==> config.mk <==
export PLATFORM = sky130hd
export DESIGN_NAME = debugTop
export DESIGN_NICKNAME = d
export VERILOG_FILES = /design/src/design/cmdPkg.sv /design/src/design/linkPkg.sv /design/src/design/debugTop.sv /design/src/design/cmdHandler.sv /design/src/design/msgSender.sv /design/src/design/serialTx.sv /design/src/design/serialRx.sv /design/src/design/msgQueue.sv
export VERILOG_INCLUDE_DIRS = /design/src /design/src/include
export SDC_FILE = /design/constraint.sdc
export NUM_CORES = 1
export LEC_CHECK = 0
export BUFFER_PORTS_ARGS = -buffer_cell sky130_fd_sc_hd__buf_2
export CAP_MARGIN = 20
export CORE_MARGIN = 2
export CORE_UTILIZATION = 45
export CTS_BUF_LIST = sky130_fd_sc_hd__clkbuf_8
export CTS_CLUSTER_DIAMETER = 120
export DETAILED_ROUTE_END_ITERATION = 8
export SLEW_MARGIN = 0
export SYNTH_ARGS = -nofsm -noshare
export SYNTH_HDL_FRONTEND = slang
export SYNTH_SLANG_ARGS = --single-unit
==> constraint.sdc <==
create_clock -name clk -period 10.3 [get_ports clk]
set_clock_uncertainty 0.05 [all_clocks]
set_input_delay 3.09 -clock clk [delete_from_list [all_inputs] [get_ports clk]]
set_output_delay 3.09 -clock clk [all_outputs]
set_load 0.02 [all_outputs]
==> src/include/debugLink_settings.svh <==
`ifndef DEBUGLINK_SETTINGS_SVH
`define DEBUGLINK_SETTINGS_SVH

// Stored payload bytes per message
`define MSG_MAX_PAYLOAD 5
// Type byte, length byte and stored payload
`define MSG_WIDTH (8 * (2 + `MSG_MAX_PAYLOAD))

// Inbound depth counts messages, outbound depth counts bytes
`define IN_QUEUE_DEPTH 4
`define OUT_QUEUE_DEPTH 4

// On-chip memory of 16-bit words
`define MEM_WORDS 128
`define MEM_ADDR_W 7

`endif
==> src/design/cmdPkg.sv <==
package cmdPkg;

    // Command handler sequencing
    // Fill runs once after reset, then fetch and dispatch loop
    typedef enum logic [1:0] {
        H_FILL,
        H_FETCH,
        H_DISPATCH,
        H_REPLY
    } handlerStateE;

endpackage

==> src/design/linkPkg.sv <==
package linkPkg;

    // Message type byte as seen on the serial link
    typedef enum logic [7:0] {
        NOP      = 8'd0,
        SET_LED  = 8'd1,
        READ_MEM = 8'd2
    } msgTypeE;

    // Receive side message assembly
    typedef enum logic [1:0] {
        RX_WAIT_TYPE,
        RX_WAIT_LEN,
        RX_PAYLOAD
    } rxStateE;

    // Reply serializer into the outbound byte queue
    typedef enum logic [2:0] {
        TX_IDLE,
        TX_TYPE,
        TX_LENGTH,
        TX_REQ_BYTE,
        TX_WRITE_BYTE
    } txMsgStateE;

endpackage

==> src/design/debugTop.sv <==
`timescale 1ns/1ps
`include "debugLink_settings.svh"

module debugTop (
    input  logic       clk,
    input  logic       rstN,
    input  logic       cs,
    input  logic       di,
    output logic       dout,
    output logic [3:0] led
);
    // Inbound message queue
    logic inPush;
    logic [`MSG_WIDTH-1:0] inData;
    logic inPop;
    logic [`MSG_WIDTH-1:0] inHead;
    logic inNotEmpty;
    logic inNotFull;

    // Outbound byte queue
    logic outPush;
    logic [7:0] outData;
    logic outPop;
    logic [7:0] outHead;
    logic outNotEmpty;
    logic outNotFull;

    // Handler to sender
    linkPkg::msgTypeE replyType;
    logic [7:0] replyLen;
    logic [7:0] payloadByte;
    logic payloadNext;
    logic replyDone;

    // ============================================================================
    // Serial link
    // ============================================================================
    serialRx serialRx_inst (
        .clk(clk), .rstN(rstN), .cs(cs), .di(di),
        .msgReady(inNotFull), .msgPush(inPush), .msgData(inData)
    );

    msgQueue #(.Width(`MSG_WIDTH), .Depth(`IN_QUEUE_DEPTH)) inQueue_inst (
        .clk(clk), .rstN(rstN), .push(inPush), .pushData(inData), .pop(inPop),
        .head(inHead), .notEmpty(inNotEmpty), .notFull(inNotFull)
    );

    msgQueue #(.Width(8), .Depth(`OUT_QUEUE_DEPTH)) outQueue_inst (
        .clk(clk), .rstN(rstN), .push(outPush), .pushData(outData), .pop(outPop),
        .head(outHead), .notEmpty(outNotEmpty), .notFull(outNotFull)
    );

    serialTx serialTx_inst (
        .clk(clk), .rstN(rstN), .cs(cs), .byteHead(outHead),
        .byteAvail(outNotEmpty), .bytePop(outPop), .dout(dout)
    );

    // ============================================================================
    // Command engine
    // ============================================================================
    msgSender msgSender_inst (
        .clk(clk), .rstN(rstN), .replyType(replyType), .replyLen(replyLen),
        .payloadByte(payloadByte), .payloadNext(payloadNext), .replyDone(replyDone),
        .outPush(outPush), .outData(outData), .outReady(outNotFull)
    );

    cmdHandler cmdHandler_inst (
        .clk(clk), .rstN(rstN), .msgHead(inHead), .msgAvail(inNotEmpty), .msgPop(inPop),
        .replyType(replyType), .replyLen(replyLen), .payloadByte(payloadByte),
        .payloadNext(payloadNext), .replyDone(replyDone), .led(led)
    );

endmodule

==> src/design/cmdHandler.sv <==
`timescale 1ns/1ps
`include "debugLink_settings.svh"

module cmdHandler (
    input  logic                  clk,
    input  logic                  rstN,
    input  logic [`MSG_WIDTH-1:0] msgHead,
    input  logic                  msgAvail,
    output logic                  msgPop,
    output linkPkg::msgTypeE      replyType,
    output logic [7:0]            replyLen,
    output logic [7:0]            payloadByte,
    input  logic                  payloadNext,
    input  logic                  replyDone,
    output logic [3:0]            led
);
    logic [15:0] mem [`MEM_WORDS];
    logic [`MEM_ADDR_W-1:0] fillAddr;
    logic [`MEM_ADDR_W-1:0] rdAddr;
    logic hiByte;
    linkPkg::msgTypeE cmdType;
    logic [8*`MSG_MAX_PAYLOAD-1:0] cmdPayload;
    logic [6:0] readCount;
    cmdPkg::handlerStateE state;

    assign msgPop = (state == cmdPkg::H_FETCH) && msgAvail;

    // Word count from payload byte 1 is capped so the length fits a byte
    assign readCount = (cmdPayload[15:8] > 8'd127) ? 7'd127 : cmdPayload[14:8];

    // ============================================================================
    // Memory and reply byte
    // ============================================================================
    always_ff @(posedge clk) begin
        if (state == cmdPkg::H_FILL) begin
            mem[fillAddr] <= 16'(fillAddr);
        end
        if (payloadNext) begin
            payloadByte <= hiByte ? mem[rdAddr][15:8] : mem[rdAddr][7:0];
        end
    end

    // ============================================================================
    // Control
    // ============================================================================
    always_ff @(posedge clk) begin
        if (!rstN) begin
            state <= cmdPkg::H_FILL;
            fillAddr <= '0;
            rdAddr <= '0;
            hiByte <= 1'b1;
            replyType <= linkPkg::NOP;
            led <= 4'd0;
        end else begin
            case (state)
                cmdPkg::H_FILL: begin
                    fillAddr <= fillAddr + 1'b1;
                    if (fillAddr == `MEM_ADDR_W'(`MEM_WORDS - 1)) begin
                        state <= cmdPkg::H_FETCH;
                    end
                end
                cmdPkg::H_FETCH: begin
                    if (msgAvail) begin
                        cmdType <= linkPkg::msgTypeE'(msgHead[7:0]);
                        cmdPayload <= msgHead[`MSG_WIDTH-1:16];
                        state <= cmdPkg::H_DISPATCH;
                    end
                end
                cmdPkg::H_DISPATCH: begin
                    state <= cmdPkg::H_FETCH;
                    case (cmdType)
                        linkPkg::SET_LED: led <= cmdPayload[3:0];
                        linkPkg::READ_MEM: begin
                            rdAddr <= cmdPayload[`MEM_ADDR_W-1:0];
                            hiByte <= 1'b1;
                            if (readCount != 7'd0) begin
                                replyType <= linkPkg::READ_MEM;
                                replyLen <= {readCount, 1'b0};
                                state <= cmdPkg::H_REPLY;
                            end
                        end
                        default: ;
                    endcase
                end
                cmdPkg::H_REPLY: begin
                    // High byte first, then step to the next word
                    if (payloadNext) begin
                        hiByte <= !hiByte;
                        if (!hiByte) begin
                            rdAddr <= rdAddr + 1'b1;
                        end
                    end
                    if (replyDone) begin
                        replyType <= linkPkg::NOP;
                        state <= cmdPkg::H_FETCH;
                    end
                end
                default: state <= cmdPkg::H_FETCH;
            endcase
        end
    end

    // Sender only asks for bytes while a reply is open
    nextInReply: assert property (@(posedge clk) disable iff (!rstN)
        payloadNext |-> state == cmdPkg::H_REPLY);

endmodule

==> src/design/msgSender.sv <==
`timescale 1ns/1ps

module msgSender (
    input  logic             clk,
    input  logic             rstN,
    input  linkPkg::msgTypeE replyType,
    input  logic [7:0]       replyLen,
    input  logic [7:0]       payloadByte,
    output logic             payloadNext,
    output logic             replyDone,
    output logic             outPush,
    output logic [7:0]       outData,
    input  logic             outReady
);
    linkPkg::txMsgStateE state;
    logic [7:0] byteCount;
    logic canWrite;

    // One idle cycle between pushes keeps outReady current
    assign canWrite = outReady && !outPush;

    always_ff @(posedge clk) begin
        if (!rstN) begin
            state <= linkPkg::TX_IDLE;
            outPush <= 1'b0;
            payloadNext <= 1'b0;
            replyDone <= 1'b0;
            byteCount <= 8'd0;
        end else begin
            outPush <= 1'b0;
            payloadNext <= 1'b0;
            replyDone <= 1'b0;
            case (state)
                linkPkg::TX_IDLE: begin
                    // A push still in flight here was the last byte of a reply
                    replyDone <= outPush;
                    if (replyType != linkPkg::NOP && !replyDone && !outPush) begin
                        state <= linkPkg::TX_TYPE;
                    end
                end
                linkPkg::TX_TYPE: begin
                    if (canWrite) begin
                        outPush <= 1'b1;
                        outData <= replyType;
                        state <= linkPkg::TX_LENGTH;
                    end
                end
                linkPkg::TX_LENGTH: begin
                    if (canWrite) begin
                        outPush <= 1'b1;
                        outData <= replyLen;
                        byteCount <= replyLen;
                        state <= (replyLen == 8'd0) ? linkPkg::TX_IDLE : linkPkg::TX_REQ_BYTE;
                    end
                end
                linkPkg::TX_REQ_BYTE: begin
                    payloadNext <= 1'b1;
                    state <= linkPkg::TX_WRITE_BYTE;
                end
                linkPkg::TX_WRITE_BYTE: begin
                    // Handler needs the cycle after payloadNext to present the byte
                    if (canWrite && !payloadNext) begin
                        outPush <= 1'b1;
                        outData <= payloadByte;
                        byteCount <= byteCount - 8'd1;
                        state <= (byteCount == 8'd1) ? linkPkg::TX_IDLE : linkPkg::TX_REQ_BYTE;
                    end
                end
                default: state <= linkPkg::TX_IDLE;
            endcase
        end
    end

    noPushWhenFull: assert property (@(posedge clk) disable iff (!rstN) outPush |-> outReady);

endmodule

==> src/design/serialTx.sv <==
`timescale 1ns/1ps

module serialTx (
    input  logic       clk,
    input  logic       rstN,
    input  logic       cs,
    input  logic [7:0] byteHead,
    input  logic       byteAvail,
    output logic       bytePop,
    output logic       dout
);
    // Low bit is the sentinel and is never shifted out
    logic [8:0] shiftReg;
    logic lastBit;

    // Sentinel at bit 7 means the eighth bit of the frame is on dout
    assign lastBit = (shiftReg[7:0] == 8'h80);
    assign bytePop = cs && lastBit && byteAvail;
    assign dout = shiftReg[8];

    always_ff @(posedge clk) begin
        if (!rstN || !cs) begin
            // Zero byte with sentinel so the first frame is empty
            shiftReg <= 9'd1;
        end else if (lastBit) begin
            shiftReg <= {byteAvail ? byteHead : 8'd0, 1'b1};
        end else begin
            shiftReg <= {shiftReg[7:0], 1'b0};
        end
    end

endmodule

==> src/design/serialRx.sv <==
`timescale 1ns/1ps
`include "debugLink_settings.svh"

module serialRx (
    input  logic                  clk,
    input  logic                  rstN,
    input  logic                  cs,
    input  logic                  di,
    input  logic                  msgReady,
    output logic                  msgPush,
    output logic [`MSG_WIDTH-1:0] msgData
);
    logic [8:0] shiftReg;
    logic [7:0] payCount;
    logic byteReady;
    logic [7:0] rxByte;
    linkPkg::rxStateE state;

    // Sentinel reaches bit 8 once eight data bits are in
    assign byteReady = shiftReg[8];
    assign rxByte = shiftReg[7:0];

    always_ff @(posedge clk) begin
        if (!rstN || !cs) begin
            shiftReg <= 9'd1;
            payCount <= 8'd0;
            msgPush <= 1'b0;
            state <= linkPkg::RX_WAIT_TYPE;
        end else begin
            msgPush <= 1'b0;
            if (byteReady) begin
                shiftReg <= {7'd0, 1'b1, di};
            end else begin
                shiftReg <= {shiftReg[7:0], di};
            end

            if (byteReady) begin
                case (state)
                    // Nop bytes keep us here so a message may start on any byte
                    linkPkg::RX_WAIT_TYPE: begin
                        if (rxByte != 8'(linkPkg::NOP)) begin
                            msgData <= {{(`MSG_WIDTH - 8){1'b0}}, rxByte};
                            state <= linkPkg::RX_WAIT_LEN;
                        end
                    end
                    linkPkg::RX_WAIT_LEN: begin
                        msgData[15:8] <= rxByte;
                        payCount <= 8'd0;
                        if (rxByte == 8'd0) begin
                            msgPush <= msgReady;
                            state <= linkPkg::RX_WAIT_TYPE;
                        end else begin
                            state <= linkPkg::RX_PAYLOAD;
                        end
                    end
                    linkPkg::RX_PAYLOAD: begin
                        // Bytes past the stored ones are only counted
                        if (payCount < `MSG_MAX_PAYLOAD) begin
                            msgData[(int'(payCount) + 2) * 8 +: 8] <= rxByte;
                        end
                        payCount <= payCount + 8'd1;
                        if (payCount + 8'd1 == msgData[15:8]) begin
                            msgPush <= msgReady;
                            state <= linkPkg::RX_WAIT_TYPE;
                        end
                    end
                    default: state <= linkPkg::RX_WAIT_TYPE;
                endcase
            end
        end
    end

endmodule

==> src/design/msgQueue.sv <==
`timescale 1ns/1ps

module msgQueue #(
    parameter int Width = 8,
    parameter int Depth = 4
) (
    input  logic             clk,
    input  logic             rstN,
    input  logic             push,
    input  logic [Width-1:0] pushData,
    input  logic             pop,
    output logic [Width-1:0] head,
    output logic             notEmpty,
    output logic             notFull
);
    localparam int PtrW = (Depth > 1) ? $clog2(Depth) : 1;

    logic [Width-1:0] store [Depth];
    logic [PtrW-1:0] rdPtr;
    logic [PtrW-1:0] wrPtr;
    logic [PtrW:0] fill;
    logic doPush;
    logic doPop;

    assign doPush = push && notFull;
    assign doPop = pop && notEmpty;
    assign notEmpty = (fill != '0);
    assign notFull = (fill != (PtrW + 1)'(Depth));

    // First word falls through
    assign head = store[rdPtr];

    always_ff @(posedge clk) begin
        if (doPush) begin
            store[wrPtr] <= pushData;
        end
    end

    always_ff @(posedge clk) begin
        if (!rstN) begin
            rdPtr <= '0;
            wrPtr <= '0;
            fill <= '0;
        end else begin
            if (doPush) begin
                wrPtr <= (wrPtr == PtrW'(Depth - 1)) ? '0 : wrPtr + 1'b1;
            end
            if (doPop) begin
                rdPtr <= (rdPtr == PtrW'(Depth - 1)) ? '0 : rdPtr + 1'b1;
            end
            case ({doPush, doPop})
                2'b10:   fill <= fill + 1'b1;
                2'b01:   fill <= fill - 1'b1;
                default: fill <= fill;
            endcase
        end
    end

    // Producers and consumers honor the flags
    pushWhenFull: assert property (@(posedge clk) disable iff (!rstN) push |-> notFull);
    popWhenEmpty: assert property (@(posedge clk) disable iff (!rstN) pop |-> notEmpty);

endmodule

==> flow_metrics.tcl, run 1 <==
set metrics [dict create \
    multiInputGateArea_um2 11600 \
    final_cell_mix "sky130_fd_sc_hd__edfxtp_1 (1096), sky130_fd_sc_hd__mux4_2 (256), sky130_fd_sc_hd__nor2_1 (191)" \
    port_buffers 8 \
    report.final.hold_viol_count 0 \
    warnings_synthesis 0 \
    relSlewSlack_pct 23.0 \
    layout_commonest_cell "sky130_fd_sc_hd__edfxtp_1" \
    timing.critical_path.from_type "input pin" \
    timing.hold.worst.class "register to register" \
    worst-path-max-fanout 26 \
    grt_start_max_net_pins 145 \
    design.final.nets 2664 \
    num_io_pins 9 \
    layout_min_cycle_time_ns 4.62 \
    ys_async_sr_fraction_pct 0 \
    fp.coreArea_um2 104000 \
    area_of_the_die_um2 107000 \
    endpoint_arrival_time_on_the_critical_path_ns 5.07 \
    period_share_pct 44.8 \
    max-clock-path-buffers 3 \
    drv_slew 0 \
    postCtsSetupBuffers 0 \
    fin_ws_ns 5.68 \
    timing_worst_setup_path_type "input pin to register" \
    global_route.overflow_total 0 \
    clk_transition_reported_paths_ns 0.06 \
    fmaxAchievable_mhz 217 \
    cts-root-buf "sky130_fd_sc_hd__clkbuf_8" \
    synthFlopType "sky130_fd_sc_hd__edfxtp_1" \
    synthesis.area_per_instance_um2 18.6 \
    run_status "complete, no violations" \
    yosys.cell_types.count 68 \
    power.ir.vdd_worst_v 0.000116 \
    cts.sink_count 1184 \
    stdcell_count 4150 \
    h_tree_depth 4 \
    dp_cells 3811 \
    endpoint_kind "register" \
    grt_antenna_before_repair 1 \
    wirelength_per_cell_um 24.9 \
    synthesis.instances 2523 \
    register_area_um2 34700 \
    drt.antenna.violating_nets 0 \
    cellInternalPower_w 0.00723 \
    route.final.wire_length_um 103000 \
    detailroute.via_count 23800 \
    rows 118 \
    fillerInstances 8413 \
    leakage_nw 16.2 \
    finish.utilization_pct 50.2 \
    vias_per_inst 5.73 \
    syn_area_um2 47000 \
    grt_pass1_wl_um 156000 \
    max_slew.worst_pin.slew_ns 1.15 \
    max-cap-violations 0 \
    sequentialPowerShare_pct 57.9 \
    drt-pass1-iter-count 7 \
    gr-usage-all-layers_pct 19.6 \
    tritoncts.num_buffers 185 \
    start_util_pct 45.4 \
    holdWs_ns 0.424 \
    synth_fp_nets 2559 \
    combPwrFrac_pct 3.4 \
    clock_latency_on_the_worst_skew_pair_ns 0.86 \
    postCtsHoldBufs 0 \
    dpl.hpwl_um 62000 \
    p_clk_share_pct 38.7 \
    rrSetupSlack_ns 6.17 \
    gp_congestion 0.822 \
    critical_path_required_ns 10.75 \
    die_outline_height_um 327 \
    cts_tree "built" \
    netSwitchingPower_w 0.00212 \
    grt_setup_unrepaired "no" \
    dp_slack_ns 4.19 \
    syn2layout_area_growth_pct 10.5 \
    number_of_enable_type_register_cells_in_the_synthesized_netlist 1096 \
    die_x_um 327 \
    synth_seq_cells 1184 \
    post_route_cells_drive_above_1_share_pct 20.9 \
    setup_viol 0 \
    grt_pass1_vias 24600 \
    post_cts.resized_instances 0 \
    synth_seq_area_share_pct 73.7 \
    initialDrtViolationCount 2719 \
    drc 0 \
    swShare_pct 22.6 \
    tns_ns 0 \
    cellPowerDensity_nw_per_um2 180 \
]
-- logic make-up after synthesis --
kind of cell,count (synthesis),synth area share [%]
adder cells (fa/ha/maj),32,0.883
XOR/XNOR,32,0.596
buffers and inverters,174,1.61
AO/OA/AOI/OAI,221,3.19
AND/OR/NAND/NOR,510,5.30
flip-flops,1184,73.7
multiplexers,370,14.7
-- cells in the mapped netlist (7+ instances only) --
cell	n	area, um2
sky130_fd_sc_hd__edfxtp_1	1096	32900
sky130_fd_sc_hd__mux4_2	256	5770
sky130_fd_sc_hd__nor2_1	192	721
sky130_fd_sc_hd__mux2i_1	106	1060
sky130_fd_sc_hd__dfxtp_1	88	1760
sky130_fd_sc_hd__nand2_1	83	312
sky130_fd_sc_hd__clkbuf_1	66	248
sky130_fd_sc_hd__a21oi_1	52	260
sky130_fd_sc_hd__nand3_1	48	240
sky130_fd_sc_hd__o21ai_0	46	230
sky130_fd_sc_hd__inv_1	38	143
sky130_fd_sc_hd__buf_2	36	180
sky130_fd_sc_hd__and2_1	33	206
sky130_fd_sc_hd__a22oi_1	31	233
sky130_fd_sc_hd__nor3_1	31	155
sky130_fd_sc_hd__ha_1	30	375
sky130_fd_sc_hd__nor2b_1	28	175
sky130_fd_sc_hd__and3_1	22	138
sky130_fd_sc_hd__buf_1	20	75.1
sky130_fd_sc_hd__xor2_1	19	166
sky130_fd_sc_hd__a22o_1	14	123
sky130_fd_sc_hd__xnor2_1	13	114
sky130_fd_sc_hd__buf_4	12	90.1
sky130_fd_sc_hd__or3_1	12	75.1
sky130_fd_sc_hd__nand4_1	11	68.8
sky130_fd_sc_hd__or2_2	10	62.6
sky130_fd_sc_hd__a32o_1	9	90.1
sky130_fd_sc_hd__nor4_1	9	56.3
sky130_fd_sc_hd__mux2_2	8	90.1
sky130_fd_sc_hd__nand2b_1	8	50.1
sky130_fd_sc_hd__a31oi_1	7	43.8
sky130_fd_sc_hd__a32oi_1	7	61.3
-- layer usage --
| metal | vias to the layer above | wire [um] | track usage (%) |
|---|---|---|---|
| met5 | - | 0 | 0 |
| met3 | 190 | 6910 | 3.90 |
| met1 | 12400 | 44400 | 27.4 |
| met4 | 0 | 2820 | 7.15 |
| met2 | 848 | 49000 | 30.7 |
| li1 | 10400 | - | - |
-- worst max-delay path: stages --
cell	delay, ns
sky130_fd_sc_hd__buf_2	0.38
sky130_fd_sc_hd__and2_1	0.63
sky130_fd_sc_hd__nand4_1	0.21
sky130_fd_sc_hd__nor2_1	0.36
sky130_fd_sc_hd__and2_1	0.38
-- area by class of cell --
| type | count | area share (%) |
|---|---|---|
| Tap cell | 1380 | 3.32 |
| Antenna cell | 1 | 0.00481 |
| Sequential cell | 1184 | 66.8 |
| Multi-Input combinational cell | 1165 | 22.3 |
| Clock buffer | 190 | 5.03 |
| Inverter | 38 | 0.274 |
| Timing Repair Buffer | 54 | 0.838 |
| Clock inverter | 138 | 1.42 |
-- registers in the layout (all words and copies together), names as in the netlist, 4 cells and up, named ones only --
name and flops:
cmdHandler_inst.cmdPayload 15, cmdHandler_inst.cmdType 8, cmdHandler_inst.fillAddr 7, cmdHandler_inst.led 4
cmdHandler_inst.mem 896, cmdHandler_inst.payloadByte 7, cmdHandler_inst.rdAddr 7, cmdHandler_inst.replyLen 7
inQueue_inst.store 92, msgSender_inst.byteCount 8, msgSender_inst.outData 8, outQueue_inst.store 32
serialRx_inst.msgData 31, serialRx_inst.payCount 8, serialRx_inst.shiftReg 9, serialTx_inst.shiftReg 9
-- path summary, 6_finish.rpt --
kind                               startpoint                         end  depth (start not counted)
hold reg to reg     serialTx_inst.shiftReg[4]   serialTx_inst.shiftReg[5]                          1
hold / removal      serialTx_inst.shiftReg[4]   serialTx_inst.shiftReg[5]                          1
setup / recovery                         rstN    serialRx_inst.msgData[1]                          5
setup reg to reg  cmdHandler_inst.fillAddr[2]  cmdHandler_inst.mem[52][2]                          4
-- metrics by stage --
stage | area (um2) | power (W)
finish | 52000 | 0.00935
global route | 52000 | 0.00967
CTS | 51900 | 0.00942
detailed placement | 48500 | 0.00582
global placement | 48500 | 0.00579
floorplan | 47000 | 0.00567
-- power groups by stage --
stage | clock (W) | sequential, W | combinational [W]
detailed placement | 0 | 0.00552 | 0.000297
global placement | 0 | 0.00551 | 0.000284
finish | 0.00361 | 0.00542 | 0.000317
floorplan | 0 | 0.00552 | 0.000147
global route | 0.00391 | 0.00542 | 0.000339
CTS | 0.00370 | 0.00542 | 0.000297
(Power assumes the default switching activity.)
==> inputs of run 2 (changes only) <==
clock period = 4.69 ns   (was 10.3 ns; I/O delays follow)
==> run 2 against run 1 <==
- clock-buffer cell count increased by 11
- combinational power increased by 110%
- wire length increased by 2.5%
- register-to-register slack got worse by 5.2 ns
- critical endpoint is now serialRx_inst.msgData[2]
- largest power group unchanged
==> flow_metrics.tcl, run 2 (synthesis results as in run 1) <==
set metrics [dict create \
    layout_min_cycle_time_ns 3.73 \
    period_share_pct 79.5 \
    path_delay_family "simple AND/OR/NAND/NOR gates" \
    design.final.nets 2702 \
    syn2layout_area_growth_pct 11.3 \
    tns_ns 0 \
    run_status "complete, no violations" \
    h_tree_depth 4 \
    max-clock-path-buffers 3 \
    timing.hold.worst.class "register to register" \
    fmaxAchievable_mhz 268 \
    die_x_um 327 \
    placed_area_um2 48900 \
    largestRegisters "cmdHandler_inst.mem: 896 flops, inQueue_inst.store: 92 flops, outQueue_inst.store: 32 flops" \
    setup_viol 0 \
    gr-usage-all-layers_pct 20.0 \
    initialDrtViolationCount 2523 \
    grt_antenna_before_repair 1 \
    crit_slowest_cell "sky130_fd_sc_hd__dfxtp_1" \
    rows 118 \
    timing.critical_path.from_type "register" \
    power.ir.vdd_worst_v 0.000215 \
    post_route_cells_drive_above_1_share_pct 21.9 \
    dpl.hpwl_um 65800 \
    wirelength_per_cell_um 25.2 \
    critical_path.most_common_cell "sky130_fd_sc_hd__inv_1" \
    tritoncts.num_buffers 189 \
    endpoint_kind "register" \
    wl_met1_um 45900 \
    holdPathEnd "serialTx_inst.shiftReg[5]" \
    startpoint_of_the_most_critical_register_to_register_path "serialRx_inst.payCount[0]" \
    drt.antenna.violating_nets 0 \
    die_outline_height_um 327 \
    cts.sink_count 1184 \
    top_register "cmdHandler_inst.mem" \
    leakage_nw 16.5 \
    max-cap-violations 0 \
    clk_transition_reported_paths_ns 0.06 \
    critical_path_required_ns 5.15 \
    holdCritStartpoint "serialTx_inst.shiftReg[4]" \
    largest_reg_flops 896 \
    max_slew.worst_pin.slew_ns 1.12 \
    drv_slew 0 \
    global_route.overflow_total 0 \
    finish.utilization_pct 50.5 \
    worst_r2r_path_depth 14 \
    postCtsSetupBuffers 0 \
    final_design_area_no_fill_um2 52400 \
    rrSetupSlack_ns 0.96 \
    worst-path-max-fanout 17 \
    cts_tree "built" \
    gp_congestion 0.871 \
    detailroute.via_count 24200 \
    num_io_pins 9 \
    critPathMaxStageDelay_ns 0.69 \
    fp.coreArea_um2 104000 \
    critical_path.reg2reg.endpoint "serialRx_inst.msgData[2]" \
    dp_cells 3855 \
    vias_per_inst 5.76 \
    port_buffers 8 \
    area_of_the_die_um2 107000 \
    routed-wl-met2_um 50100 \
    post_cts.resized_instances 0 \
    timing_worst_setup_path_type "register to register" \
    met3_wirelength_um 7400 \
    postCtsHoldBufs 0 \
    final_cell_mix "sky130_fd_sc_hd__edfxtp_1 (1096), sky130_fd_sc_hd__mux4_2 (256), sky130_fd_sc_hd__clkbuf_8 (201)" \
    relSlewSlack_pct 25.0 \
    route.final.wire_length_um 106000 \
    grt_start_max_net_pins 113 \
    critPathBufInv 4 \
    stdcell_count 4201 \
    grt_setup_unrepaired "no" \
    layout_commonest_cell "sky130_fd_sc_hd__edfxtp_1" \
    report.final.hold_viol_count 0 \
    fillerInstances 8426 \
    cellPowerDensity_nw_per_um2 393 \
    clock_latency_on_the_worst_skew_pair_ns 0.86 \
    endpoint_arrival_time_on_the_critical_path_ns 4.19 \
    crit_path_cell_trace "inv_1, ha_1, nor2b_1, nand2_1, nor2_1, nand3_1, inv_1, ha_1, inv_1, and4_1, nand3_1, o41ai_1, buf_4, and2_1" \
    start_util_pct 45.4 \
    grt_pass1_wl_um 159000 \
    drt-pass1-iter-count 5 \
    cts-root-buf "sky130_fd_sc_hd__clkbuf_8" \
    drc 0 \
    grt_pass1_vias 24700 \
    highest-signal-layer "met4" \
    min_delay_path_depth 1 \
]
run 2: cell types whose count changed in the layout (fill, tap and decap cells not counted), sizes merged:
cell / before / now
buf: 51 / 88
inv: 110 / 122
clkbuf: 193 / 201
clkinv: 59 / 52
bufinv: 3 / 2
clkinvlp: 4 / 5
diode: 1 / 2
run 2: routing by layer:
layer	track usage (%)	vias to the layer above
li1	-	10500
met1	28.3	12700
met2	31.4	914
met3	4.14	160
met4	6.04	0
met5	0	-
run 2: final cells by class:
cell class	count	area, um2	area share [%]
antenna	2	5.00	0.00956
clock buffer	201	2770	5.28
clock inverter	143	686	1.31
inverter	38	143	0.272
multi-input combinational	1165	11600	22.2
sequential	1184	34700	66.3
tap	1380	1730	3.30
timing repair buffer	88	716	1.37
run 2: through the flow:
stage	worst slack (ns)	hold WS, ns	power [W]
2_1_floorplan	0.927	0.385	0.0124
5_1_grt	0.722	0.441	0.0213
6_report	0.960	0.425	0.0206
3_5_place_dp	1.00	0.419	0.0128
4_1_cts	0.984	0.432	0.0208
3_3_place_gp	1.11	0.400	0.0128
run 2: worst max-delay path by stage:
stage                                start                          to  slack [ns]  cells after the start
2_1_floorplan  cmdHandler_inst.fillAddr[3]  cmdHandler_inst.mem[92][0]        0.93                      4
3_3_place_gp     serialRx_inst.payCount[0]    serialRx_inst.msgData[5]        1.11                     14
3_5_place_dp     serialRx_inst.payCount[0]    serialRx_inst.msgData[2]        1.00                     14
4_1_cts          serialRx_inst.payCount[0]    serialRx_inst.msgData[2]        0.98                     14
5_1_grt          serialRx_inst.payCount[0]   serialRx_inst.msgData[14]        0.72                      9
6_report         serialRx_inst.payCount[0]    serialRx_inst.msgData[2]        0.96                     14
run 2: worst reg2reg max path, stage by stage (launching register included):
cell and delay (ns):
sky130_fd_sc_hd__dfxtp_1 0.69, sky130_fd_sc_hd__inv_1 0.30, sky130_fd_sc_hd__ha_1 0.29, sky130_fd_sc_hd__nor2b_1 0.18, sky130_fd_sc_hd__nand2_1 0.08, sky130_fd_sc_hd__nor2_1 0.05, sky130_fd_sc_hd__nand3_1 0.13, sky130_fd_sc_hd__inv_1 0.06
sky130_fd_sc_hd__ha_1 0.29, sky130_fd_sc_hd__inv_1 0.08, sky130_fd_sc_hd__and4_1 0.19, sky130_fd_sc_hd__nand3_1 0.07, sky130_fd_sc_hd__o41ai_1 0.41, sky130_fd_sc_hd__buf_4 0.23, sky130_fd_sc_hd__and2_1 0.32
run 2: power breakdown:
part	switching, W	internal, W
combinational	0.000511	0.000158
clock	0.00395	0.00406
sequential	0.000167	0.0117
total	0.00463	0.0160
==> inputs of run 3 (changes only) <==
clock period = 3.4 ns   (was 4.69 ns; I/O delays follow)
==> run 3 against run 2 <==
- hold slack worse by 0.11 ns
- clock-buffer cell count is 4 lower
- core utilization is 1.0 points higher
- via count is 1.3% higher
- critical path type unchanged
- critical endpoint is now serialRx_inst.msgData[10]
- largest power group unchanged
==> flow_metrics.tcl, run 3 (synthesis results as in run 1) <==
set metrics [dict create \
    run_status "complete, no violations" \
    top_register "cmdHandler_inst.mem" \
    setup_viol 0 \
    placed_area_um2 50000 \
    cts-root-buf "sky130_fd_sc_hd__clkbuf_8" \
    post_cts.resized_instances 0 \
    combPwrFrac_pct 3.5 \
    timing.critical_path.from_type "register" \
    cts.sink_count 1184 \
    leakage_nw 17.2 \
    worst_r2r_path_depth 13 \
    grt_antenna_before_repair 1 \
    endpoint_kind "register" \
    max-clock-path-buffers 3 \
    dpl.hpwl_um 67800 \
    initialDrtViolationCount 2268 \
    report.final.hold_viol_count 0 \
    final_design_area_no_fill_um2 53400 \
    postCtsSetupBuffers 0 \
    layout_min_cycle_time_ns 3.12 \
    design.final.nets 2833 \
    tritoncts.num_buffers 184 \
    port_buffers 8 \
    max_slew.worst_pin.slew_ns 1.10 \
    grt_pass1_vias 25500 \
    netSwitchingPower_w 0.00632 \
    relSlewSlack_pct 26.9 \
    worst-path-max-fanout 8 \
    post_route_cells_drive_above_1_share_pct 25.5 \
    final_cell_mix "sky130_fd_sc_hd__edfxtp_1 (1096), sky130_fd_sc_hd__mux4_2 (256), sky130_fd_sc_hd__buf_4 (206)" \
    fmaxAchievable_mhz 320 \
    route.final.wire_length_um 107000 \
    die_outline_height_um 327 \
    power.ir.vdd_worst_v 0.000299 \
    gp_congestion 0.868 \
    clock_latency_on_the_worst_skew_pair_ns 0.86 \
    dp_slack_ns 0.160 \
    cts_tree "built" \
    largestRegisters "cmdHandler_inst.mem: 896 flops, inQueue_inst.store: 92 flops, outQueue_inst.store: 32 flops" \
    endpoint_arrival_time_on_the_critical_path_ns 3.67 \
    layout_commonest_cell "sky130_fd_sc_hd__edfxtp_1" \
    fillerInstances 8368 \
    fp.coreArea_um2 104000 \
    grt_pass1_wl_um 161000 \
    swShare_pct 22.3 \
    finish.utilization_pct 51.5 \
    cellInternalPower_w 0.0220 \
    wirelength_per_cell_um 24.8 \
    clk_transition_reported_paths_ns 0.06 \
    rows 118 \
    drt-pass1-iter-count 5 \
    area_of_the_die_um2 107000 \
    fin_total_pwr_w 0.0284 \
    sequentialPowerShare_pct 57.7 \
    min_delay_path_depth 2 \
    timing.hold.worst.class "input pin to register" \
    detailroute.via_count 24500 \
    syn2layout_area_growth_pct 13.6 \
    num_io_pins 9 \
    postCtsHoldBufs 0 \
    p_clk_share_pct 38.8 \
    cellPowerDensity_nw_per_um2 531 \
    drv_slew 0 \
    die_x_um 327 \
    start_util_pct 45.4 \
    drc 0 \
    max-cap-violations 0 \
    largest_reg_flops 896 \
    vias_per_inst 5.66 \
    global_route.overflow_total 0 \
    grt_setup_unrepaired "no" \
    h_tree_depth 4 \
    fin_ws_ns 0.275 \
    grt_start_max_net_pins 98 \
    gr-usage-all-layers_pct 20.2 \
    period_share_pct 91.9 \
    timing_worst_setup_path_type "register to register" \
    critical_path_required_ns 3.95 \
    tns_ns 0 \
    drt.antenna.violating_nets 0 \
]
## run 3: changes by cell type in the layout (fill, tap and decap cells not counted), moves of 2 or more
cell | previous run | this run
sky130_fd_sc_hd__clkinv_1 | 34 | 43
sky130_fd_sc_hd__clkinv_2 | 14 | 16
sky130_fd_sc_hd__inv_8 | 1 | 3
sky130_fd_sc_hd__clkinv_8 | 3 | 1
sky130_fd_sc_hd__buf_12 | 6 | 9
sky130_fd_sc_hd__clkbuf_8 | 201 | 197
sky130_fd_sc_hd__buf_4 | 74 | 206
sky130_fd_sc_hd__inv_1 | 119 | 107
sky130_fd_sc_hd__clkinvlp_4 | 5 | 2
## run 3: power by group through the flow
| stage | Clock [W] | Combinational [W] | Sequential, W |
|---|---|---|---|
| after global placement | 0 | 0.000955 | 0.0166 |
| after floorplan | 0 | 0.000443 | 0.0167 |
| after detailed placement | 0 | 0.000998 | 0.0167 |
| after CTS | 0.0113 | 0.00100 | 0.0164 |
| after global routing | 0.0119 | 0.00107 | 0.0164 |
| final | 0.0110 | 0.000999 | 0.0164 |
## run 3: final cells by class
cell class                 count  area, um2  share of cell area (%)
sequential                  1184      34700                    65.0
antenna                        2       5.00                 0.00937
multi-input combinational   1165      11600                    21.8
tap                         1380       1730                    3.23
clock buffer                 197       2710                    5.08
inverter                      38        143                   0.267
clock inverter               141        698                    1.31
timing repair buffer         224       1790                    3.36
## run 3: critical path: stages, from the launching register on
cell                      delay (ns)
sky130_fd_sc_hd__dfxtp_1        0.42
sky130_fd_sc_hd__ha_1           0.21
sky130_fd_sc_hd__buf_4          0.15
sky130_fd_sc_hd__nand2_1        0.08
sky130_fd_sc_hd__nor2_1         0.15
sky130_fd_sc_hd__xnor2_1        0.10
sky130_fd_sc_hd__nand3_1        0.14
sky130_fd_sc_hd__inv_1          0.06
sky130_fd_sc_hd__ha_1           0.27
sky130_fd_sc_hd__inv_1          0.04
sky130_fd_sc_hd__o31a_1         0.32
sky130_fd_sc_hd__nor4_2         0.24
sky130_fd_sc_hd__a31oi_1        0.33
sky130_fd_sc_hd__a22o_1         0.32
## run 3: path summary, 6_finish.rpt
path,start,end,slack [ns]
worst max register to register,serialRx_inst.payCount[2],serialRx_inst.msgData[10],0.28
worst min register to register,serialTx_inst.shiftReg[1],serialTx_inst.shiftReg[2],0.43
worst min-delay path,di,serialRx_inst.shiftReg[0],0.31
worst max-delay path,serialRx_inst.payCount[2],serialRx_inst.msgData[10],0.28
## run 3: through the flow
step | hold WS, ns | cells
global route | 0.303 | 4331
CTS | 0.230 | 4328
detailed placement | 0.417 | 3990
finish | 0.315 | 4331
floorplan | 0.385 | 2523
global placement | 0.403 | 3990
## run 3: metal layers
layer	global-route usage (%)	routed length, um	up-vias
met3	4.05	6640	177
met4	6.62	2600	0
met5	0	0	-
li1	-	-	10700
met1	27.9	45800	12900
met2	32.5	52100	737
